==> config.mk <==
export PLATFORM = sky130hd
export DESIGN_NAME = qkv_block
export DESIGN_NICKNAME = d
export VERILOG_FILES = /design/src/hw/qkv_pkg.sv /design/src/hw/qkv_block.sv /design/src/hw/result_collector.sv /design/src/hw/mac_lane.sv /design/src/hw/proj_sequencer.sv /design/src/hw/weight_store.sv
export VERILOG_INCLUDE_DIRS = /design/src /design/src/hw
export SDC_FILE = /design/constraint.sdc
export NUM_CORES = 2
export LEC_CHECK = 0
export BUFFER_PORTS_ARGS = -buffer_cell sky130_fd_sc_hd__buf_2
export CORE_ASPECT_RATIO = 0.7
export CORE_MARGIN = 2
export CORE_UTILIZATION = 30
export DETAILED_ROUTE_END_ITERATION = 12
export SLEW_MARGIN = 20
export SYNTH_ARGS = -nofsm -noshare
export SYNTH_HDL_FRONTEND = slang
export SYNTH_SLANG_ARGS = --single-unit
==> constraint.sdc <==
create_clock -name clk -period 5.5 [get_ports clk]
set_input_delay 0.55 -clock clk [delete_from_list [all_inputs] [get_ports clk]]
set_output_delay 0.55 -clock clk [all_outputs]
set_load 0.005 [all_outputs]
==> src/hw/qkv_defs.svh <==
`ifndef QKV_DEFS_SVH
`define QKV_DEFS_SVH

////////////////////////////////////////
// projection engine sizing
////////////////////////////////////////

// width of one data word
`define QKV_DW 8

// words in the input vector x
`define QKV_X_LEN 8

// words per projection, also the lane count
`define QKV_DIM 4

// largest head count a run may ask for
`define QKV_H_MAX 2

// weight address, covers QKV_H_MAX * QKV_X_LEN entries
`define QKV_ADDR_W 4

// head index width, clog2 of QKV_H_MAX
`define QKV_HEAD_W 1

`endif
==> src/hw/qkv_pkg.sv <==
`default_nettype none

`include "qkv_defs.svh"

package qkv_pkg;

    typedef logic [`QKV_DW-1:0] word_t;

    // double width so the dot product can wrap cleanly
    typedef logic [2*`QKV_DW-1:0] acc_t;

    typedef enum logic [1:0] {
        mat_q = 2'd0,
        mat_k = 2'd1,
        mat_v = 2'd2
    } mat_sel_t;

    typedef word_t [`QKV_X_LEN-1:0] x_vec_t;

    // one weight per lane, entry h*X_LEN+c is column c of head h
    typedef word_t [`QKV_DIM-1:0] wrow_t;

    typedef struct packed {
        logic                   en;
        logic                   wr;
        mat_sel_t               sel;
        logic [`QKV_ADDR_W-1:0] addr;
        wrow_t                  data;
    } wr_req_t;

    // broadcast to every lane
    typedef struct packed {
        logic  valid;
        logic  first;
        logic  last;
        word_t x;
    } lane_beat_t;

    typedef word_t [`QKV_DIM-1:0] proj_t;

    typedef struct packed {
        proj_t q;
        proj_t k;
        proj_t v;
    } head_res_t;

    // head 0 sits at index 0
    typedef head_res_t [`QKV_H_MAX-1:0] qkv_frame_t;

    typedef struct packed {
        logic [`QKV_HEAD_W-1:0] head;
        mat_sel_t               sel;
    } slot_t;

endpackage

`default_nettype wire

==> src/hw/qkv_block.sv <==
`timescale 1ns/1ps
`default_nettype none

`include "qkv_defs.svh"

module qkv_block
    import qkv_pkg::*;
(
    input  logic       clk,
    input  logic       rst_cnt_new,
    input  logic       start,
    input  logic [1:0] h_count,
    input  x_vec_t     x_vec,
    input  wr_req_t    wr_req,
    input  logic       ff_rdy,
    output qkv_frame_t data_out,
    output logic       output_rdy,
    output logic       done
);

    logic                   busy;
    logic                   run_start;
    logic                   frame_pending;
    logic                   rd_en;
    mat_sel_t               rd_sel;
    logic [`QKV_ADDR_W-1:0] rd_addr;
    wrow_t                  rd_data;
    lane_beat_t             beat;
    slot_t                  slot;
    logic [`QKV_DIM-1:0]    res_valid;
    proj_t                  res_words;

    weight_store u_store (
        .clk         (clk),
        .rst_cnt_new (rst_cnt_new),
        .busy        (busy),
        .wr_req      (wr_req),
        .rd_en       (rd_en),
        .rd_sel      (rd_sel),
        .rd_addr     (rd_addr),
        .rd_data     (rd_data)
    );

    proj_sequencer u_seq (
        .clk           (clk),
        .rst_cnt_new   (rst_cnt_new),
        .start         (start),
        .h_count       (h_count),
        .x_vec         (x_vec),
        .frame_pending (frame_pending),
        .busy          (busy),
        .done          (done),
        .run_start     (run_start),
        .rd_en         (rd_en),
        .rd_sel        (rd_sel),
        .rd_addr       (rd_addr),
        .beat          (beat),
        .slot          (slot)
    );

    // lane i owns output word i
    for (genvar i = 0; i < `QKV_DIM; i++) begin : g_lane
        mac_lane u_lane (
            .clk         (clk),
            .rst_cnt_new (rst_cnt_new),
            .beat        (beat),
            .w           (rd_data[i]),
            .res_valid   (res_valid[i]),
            .res_word    (res_words[i])
        );
    end

    result_collector u_coll (
        .clk           (clk),
        .rst_cnt_new   (rst_cnt_new),
        .run_start     (run_start),
        .h_count       (h_count),
        .beat          (beat),
        .slot          (slot),
        .res_valid     (res_valid),
        .res_words     (res_words),
        .ff_rdy        (ff_rdy),
        .frame_pending (frame_pending),
        .output_rdy    (output_rdy),
        .data_out      (data_out)
    );

endmodule

`default_nettype wire

==> src/hw/result_collector.sv <==
`timescale 1ns/1ps
`default_nettype none

`include "qkv_defs.svh"

module result_collector
    import qkv_pkg::*;
(
    input  logic               clk,
    input  logic               rst_cnt_new,
    input  logic               run_start,
    input  logic [1:0]         h_count,
    input  lane_beat_t         beat,
    input  slot_t              slot,
    input  logic [`QKV_DIM-1:0] res_valid,
    input  proj_t              res_words,
    input  logic               ff_rdy,
    output logic               frame_pending,
    output logic               output_rdy,
    output qkv_frame_t         data_out
);

    localparam int pass_w = $clog2(3 * `QKV_H_MAX + 1);

    slot_t             slot_q;
    logic [1:0]        h_cnt_q;
    logic [pass_w-1:0] pass_cnt;
    logic              pass_last;

    // a held frame blocks the next run
    assign frame_pending = output_rdy;

    assign pass_last = (pass_cnt == pass_w'(3 * h_cnt_q - 1));

    always_ff @(posedge clk) begin
        if (rst_cnt_new) begin
            slot_q     <= '0;
            h_cnt_q    <= '0;
            pass_cnt   <= '0;
            output_rdy <= 1'b0;
            data_out   <= '0;
        end else begin
            // slot belongs to the pass that starts here
            if (beat.valid && beat.first) begin
                slot_q <= slot;
            end
            if (run_start) begin
                h_cnt_q  <= h_count;
                pass_cnt <= '0;
                data_out <= '0;
            end else if (output_rdy && ff_rdy) begin
                output_rdy <= 1'b0;
                data_out   <= '0;
            end else if (res_valid[0]) begin
                case (slot_q.sel)
                    mat_q:   data_out[slot_q.head].q <= res_words;
                    mat_k:   data_out[slot_q.head].k <= res_words;
                    mat_v:   data_out[slot_q.head].v <= res_words;
                    default: ;
                endcase
                pass_cnt <= pass_cnt + 1'b1;
                if (pass_last) begin
                    output_rdy <= 1'b1;
                end
            end
        end
    end

    // lanes share one beat stream so they finish together
    a_lanes_aligned: assert property (@(posedge clk) disable iff (rst_cnt_new)
        (res_valid == '0) || (&res_valid));

endmodule

`default_nettype wire

==> src/hw/mac_lane.sv <==
`timescale 1ns/1ps
`default_nettype none

`include "qkv_defs.svh"

module mac_lane
    import qkv_pkg::*;
(
    input  logic       clk,
    input  logic       rst_cnt_new,
    input  lane_beat_t beat,
    input  word_t      w,
    output logic       res_valid,
    output word_t      res_word
);

    acc_t acc;
    acc_t prod;
    acc_t acc_next;

    // unsigned product fits the accumulator exactly
    assign prod = acc_t'(w) * acc_t'(beat.x);

    // sum wraps at 2*DW bits
    assign acc_next = (beat.first ? acc_t'(0) : acc) + prod;

    always_ff @(posedge clk) begin
        if (rst_cnt_new) begin
            res_valid <= 1'b0;
        end else begin
            res_valid <= beat.valid && beat.last;
        end
    end

    always_ff @(posedge clk) begin
        if (beat.valid) begin
            acc <= acc_next;
        end
        // keep only the upper half
        if (beat.valid && beat.last) begin
            res_word <= acc_next[2*`QKV_DW-1 -: `QKV_DW];
        end
    end

endmodule

`default_nettype wire

==> src/hw/proj_sequencer.sv <==
`timescale 1ns/1ps
`default_nettype none

`include "qkv_defs.svh"

module proj_sequencer
    import qkv_pkg::*;
(
    input  logic                   clk,
    input  logic                   rst_cnt_new,
    input  logic                   start,
    input  logic [1:0]             h_count,
    input  x_vec_t                 x_vec,
    input  logic                   frame_pending,
    output logic                   busy,
    output logic                   done,
    output logic                   run_start,
    output logic                   rd_en,
    output mat_sel_t               rd_sel,
    output logic [`QKV_ADDR_W-1:0] rd_addr,
    output lane_beat_t             beat,
    output slot_t                  slot
);

    localparam int col_w = $clog2(`QKV_X_LEN);

    typedef enum logic {
        st_idle,
        st_run
    } state_t;

    state_t           state;
    logic [1:0]       h_cnt_q;
    logic [1:0]       head_cnt;
    mat_sel_t         mat_cnt;
    logic [col_w-1:0] col_cnt;
    logic             accept;
    logic             col_end;
    logic             run_end;
    // final beat travels through read and lane before the frame is complete
    logic [1:0]       end_pipe;

    assign accept = (state == st_idle) && done && start && !frame_pending &&
                    (h_count != 2'd0) && (int'(h_count) <= `QKV_H_MAX);

    assign col_end = (col_cnt == col_w'(`QKV_X_LEN - 1));
    assign run_end = (state == st_run) && col_end && (mat_cnt == mat_v) &&
                     (head_cnt + 2'd1 == h_cnt_q);

    assign busy      = (state == st_run);
    assign run_start = accept;

    // bank read for the current column
    assign rd_en   = busy;
    assign rd_sel  = mat_cnt;
    assign rd_addr = `QKV_ADDR_W'(head_cnt * `QKV_X_LEN + col_cnt);

    ////////////////////////////////////////
    // beat and slot, one cycle behind the read
    ////////////////////////////////////////

    always_ff @(posedge clk) begin
        if (rst_cnt_new) begin
            beat     <= '0;
            slot     <= '0;
            end_pipe <= '0;
        end else begin
            beat.valid <= busy;
            beat.first <= busy && (col_cnt == '0);
            beat.last  <= busy && col_end;
            beat.x     <= x_vec[col_cnt];
            end_pipe   <= {end_pipe[0], run_end};
            if (busy) begin
                slot.head <= head_cnt[`QKV_HEAD_W-1:0];
                slot.sel  <= mat_cnt;
            end
        end
    end

    ////////////////////////////////////////
    // run FSM
    ////////////////////////////////////////

    always_ff @(posedge clk) begin
        if (rst_cnt_new) begin
            state    <= st_idle;
            done     <= 1'b1;
            h_cnt_q  <= '0;
            head_cnt <= '0;
            mat_cnt  <= mat_q;
            col_cnt  <= '0;
        end else begin
            if (end_pipe[1]) begin
                done <= 1'b1;
            end
            case (state)
                st_idle: begin
                    if (accept) begin
                        state    <= st_run;
                        done     <= 1'b0;
                        h_cnt_q  <= h_count;
                        head_cnt <= '0;
                        mat_cnt  <= mat_q;
                        col_cnt  <= '0;
                    end
                end
                st_run: begin
                    col_cnt <= col_cnt + 1'b1;
                    if (col_end) begin
                        col_cnt <= '0;
                        // q, k, v for a head, then on to the next head
                        case (mat_cnt)
                            mat_q: mat_cnt <= mat_k;
                            mat_k: mat_cnt <= mat_v;
                            default: begin
                                mat_cnt  <= mat_q;
                                head_cnt <= head_cnt + 2'd1;
                            end
                        endcase
                        if (run_end) begin
                            state <= st_idle;
                        end
                    end
                end
                default: state <= st_idle;
            endcase
        end
    end

    // beats only flow while an open run holds done low
    a_beat_in_run: assert property (@(posedge clk) disable iff (rst_cnt_new)
        (beat.valid || beat.first) |-> !done);

endmodule

`default_nettype wire

==> src/hw/weight_store.sv <==
`timescale 1ns/1ps
`default_nettype none

`include "qkv_defs.svh"

module weight_store
    import qkv_pkg::*;
(
    input  logic                   clk,
    input  logic                   rst_cnt_new,
    input  logic                   busy,
    input  wr_req_t                wr_req,
    input  logic                   rd_en,
    input  mat_sel_t               rd_sel,
    input  logic [`QKV_ADDR_W-1:0] rd_addr,
    output wrow_t                  rd_data
);

    localparam int depth = `QKV_H_MAX * `QKV_X_LEN;

    wrow_t bank_q [depth];
    wrow_t bank_k [depth];
    wrow_t bank_v [depth];

    logic wr_ok;

    // external port is locked out while a run reads the banks
    assign wr_ok = wr_req.en && wr_req.wr && !busy;

    always_ff @(posedge clk) begin
        if (wr_ok) begin
            case (wr_req.sel)
                mat_q:   bank_q[wr_req.addr] <= wr_req.data;
                mat_k:   bank_k[wr_req.addr] <= wr_req.data;
                mat_v:   bank_v[wr_req.addr] <= wr_req.data;
                default: ;
            endcase
        end
    end

    // registered read, one cycle latency
    always_ff @(posedge clk) begin
        if (rst_cnt_new) begin
            rd_data <= '0;
        end else if (rd_en) begin
            case (rd_sel)
                mat_q:   rd_data <= bank_q[rd_addr];
                mat_k:   rd_data <= bank_k[rd_addr];
                mat_v:   rd_data <= bank_v[rd_addr];
                default: rd_data <= '0;
            endcase
        end
    end

    // reads only come from the sequencer during a run
    a_rd_in_run: assert property (@(posedge clk) disable iff (rst_cnt_new)
        rd_en |-> busy);

endmodule

`default_nettype wire

==> results.cfg <==
[grt]
grt_remaining_overflow = 0
grt_pass1_wl_um = 322000
grt_pass1_vias = 45100
grt.total_usage_pct = 15.9
grt_max_degree = 193
antenna_found_initial = 34

[worst_setup_path]
rrSetupSlack_ns = 0.26
path_buf_inv = 3
crit_end = g_lane[2].u_lane.acc[15]
crit_path_cell_trace = and2_1 -> fa_1 -> fa_1 -> fa_1 -> inv_1 -> fa_1 -> inv_1 -> ha_1 -> o21a_1 -> o21ai_0 -> a211oi_1 -> a2111oi_1 -> buf_4 -> a21oi_1 -> xnor2_1
cp.depth = 15
cpMaxStageDelayCell = dfxtp_1
rr_startpoint = u_seq.beat[3]
path_delay_family = adder cells
end_kind = flop
r2r-end = g_lane[2].u_lane.acc[15]
r2r_cells = 15
slowest_delay_ns = 0.83
startpoint = u_seq.beat[3]
worst_setup_path_start_kind = flop
crit_required_ns = 6.01
criticalPathCategory = flop to flop
crit_fanout = 20
worstPathArrival_ns = 5.75
cpMostUsedCell = fa_1

[synth]
async_reset_ff_share_pct = 0
synth_warnings = 0
synth_xor_area_share_pct = 0.602
synthesis.area_um2 = 81500
synth_adder_area_share_pct = 7.17
avgSynthCellArea_um2 = 16.8
synth_compound_area_share_pct = 4.40
synth_ff_type = edfxtp_1
synth_cells = 4846
syn-num-nets = 5303
synthMuxAreaShare_pct = 13.1
yosysMostFrequentCell = edfxtp_1
synth-seq-cells = 1893
synth_top_family_by_area = multiplexers
synthTopCellsByCount = 1632 x edfxtp_1, 373 x mux4_2, 348 x inv_1
synth_edf_count = 1632
synth_top_area_cell = edfxtp_1
yosysSeqAreaShare_pct = 66.5
yosys-top-cells-area = edfxtp_1 60%, mux4_2 10%, dfxtp_1 6.4%, fa_1 4.9%, ha_1 2.3%
synth-simple-area-share_pct = 5.08
yosys.area.top_type_share_pct = 60.1
yosys.cell_types.count = 66

[cells_and_area]
nNetsFinal = 5647
seqCellArea_um2 = 54300
multi_input_area_um2 = 25200
drive_gt1_share_pct = 22.2
area_growth_pct = 15.1
fillCellCount = 25500

[floorplan]
rows = 160
dieArea_um2 = 276000
ios = 304
core_um2 = 271000
die_x_um = 627
floorplan.initialDensity_pct = 30.1
die_y_um = 440

[sta]
fin_crit_sh_pct = 95.3
fmax_mhz = 191
fin_crit_ns = 5.24
rsz0062_at_grt = false
setup_viol = 0
finClkSkew_ns = 0.107
setup_tns_ns = 0
worst_pin_slew_ns = 1.14
finalHoldViolations = 0
maxSlewViolCount = 0
slew_headroom_pct = 23.7
holdWs_ns = 0.101

[placed_design]
hpwl_um = 142000
routabilityCongestion = 0.831
port_buffers = 303

[clock_tree]
ctsHtreeMaxLevel = 4
clk_path_buf_depth = 4
cts-resized-gates = 0
cts_hold_buf = 0
cts.sinks = 1893
post-cts-setup-buffers = 0
clkTransAtPathRegs_ns = 0.06
numCtsBuffers = 181
root_buffer = clkbuf_16
cts_tree = yes
clk_latency_ns = 0.87

[route]
vias = 45300
avgViaCountPerCell = 5.02
drt_iter0_drc = 5215
drtAntennaViolNets = 0
wl_per_cell_um = 24.8
wl_um = 224000
remaining_drc_errors = 0
firstDrtPassIters = 8

[pwr]
ir_worst_vdd_v = 0.000233
p_leak_nw = 31.3
power.total_w = 0.0303
p_per_area_nw_per_um2 = 323

[outcome]
run_status = complete, no violations

[hold_path]
min_path_type = input pin to flop

[job]
cap_violations = 0
==> worst min-delay path by stage <==
stage	depth (start not counted)	startpoint	to
after floorplan	1	u_seq.end_pipe[0]	u_seq.end_pipe[1]
after global placement	1	u_seq.end_pipe[0]	u_seq.end_pipe[1]
after detailed placement	1	u_seq.end_pipe[0]	u_seq.end_pipe[1]
after CTS	3	h_count[1]	u_seq.h_cnt_q[1]
after global routing	3	h_count[1]	u_seq.h_cnt_q[1]
final	3	h_count[1]	u_seq.h_cnt_q[1]
==> worst register-to-register path: stages, from the launching register on <==
cell	delay [ns]
dfxtp_1	0.83
and2_1	0.28
fa_1	0.48
fa_1	0.53
fa_1	0.49
inv_1	0.06
fa_1	0.47
inv_1	0.05
ha_1	0.33
o21a_1	0.20
o21ai_0	0.31
a211oi_1	0.12
a2111oi_1	0.41
buf_4	0.19
a21oi_1	0.08
xnor2_1	0.15
==> per-stage QoR <==
stage	std cells	worst slack (ns)	area (um^2)	util, %
2_1_floorplan	4846	0.783	81500	-
3_3_place_gp	8651	0.412	87900	32.5
3_5_place_dp	8651	0.293	87900	32.5
4_1_cts	8963	0.235	93700	34.6
5_1_grt	9024	0.0969	93800	34.6
6_report	9030	0.256	93900	34.7
==> layer usage <==
layer | vias up | GRT usage [%] | wire [um]
met3 | 329 | 2.47 | 16800
li1 | 19200 | - | -
met4 | 4 | 5.36 | 8070
met2 | 1776 | 24.1 | 101000
met1 | 24000 | 23.2 | 98400
met5 | - | 0 | 27
==> where the power goes <==
part	internal (W)	switching, W	leakage (nW)
Clock	0.00705	0.00544	2.82
Sequential	0.0157	0.000111	16.8
Combinational	0.000798	0.00122	11.6
==> layout by cell type (no fill, tap or decap), types with 13 or more instances in the layout <==
master     instances
xnor2_1           43
nand2_1          183
mux2i_1          164
dfxtp_1          254
clkinv_1          33
mux4_2           373
mux2_2            58
nor2_4            50
xor2_1            13
and2_1           157
a22oi_1          126
nor2b_1           80
a21oi_1           42
nor3_1            16
clkinv_2          25
ha_1             147
clkbuf_1          29
nor2_1           261
edfxtp_1        1632
diode_2           66
a222oi_1          27
a32oi_1           97
nand3_1           49
a211oi_1          13
a221oi_1          28
buf_4            111
buf_2            303
clkbuf_16        185
o21ai_0           52
inv_1            348
fa_1             200
nand2b_1          42
o22a_1            27
bufinv_16         18
==> area by class of cell <==
type	count	area share (%)
Antenna cell	66	0.176
Clock buffer	218	5.11
Clock inverter	94	1.04
Inverter	349	1.40
Multi-Input combinational cell	2339	26.9
Sequential cell	1893	57.8
Tap cell	3645	4.86
Timing Repair Buffer	426	2.77
==> cells by family after synthesis <==
| logic type | count (synthesis) |
|---|---|
| flip-flops | 1893 |
| AND/OR/NAND/NOR | 869 |
| buffers and inverters | 614 |
| multiplexers | 595 |
| AO/OA/AOI/OAI | 472 |
| adder cells (fa/ha/maj) | 347 |
| XOR/XNOR | 56 |
Power figures use the tool's default switching activity.
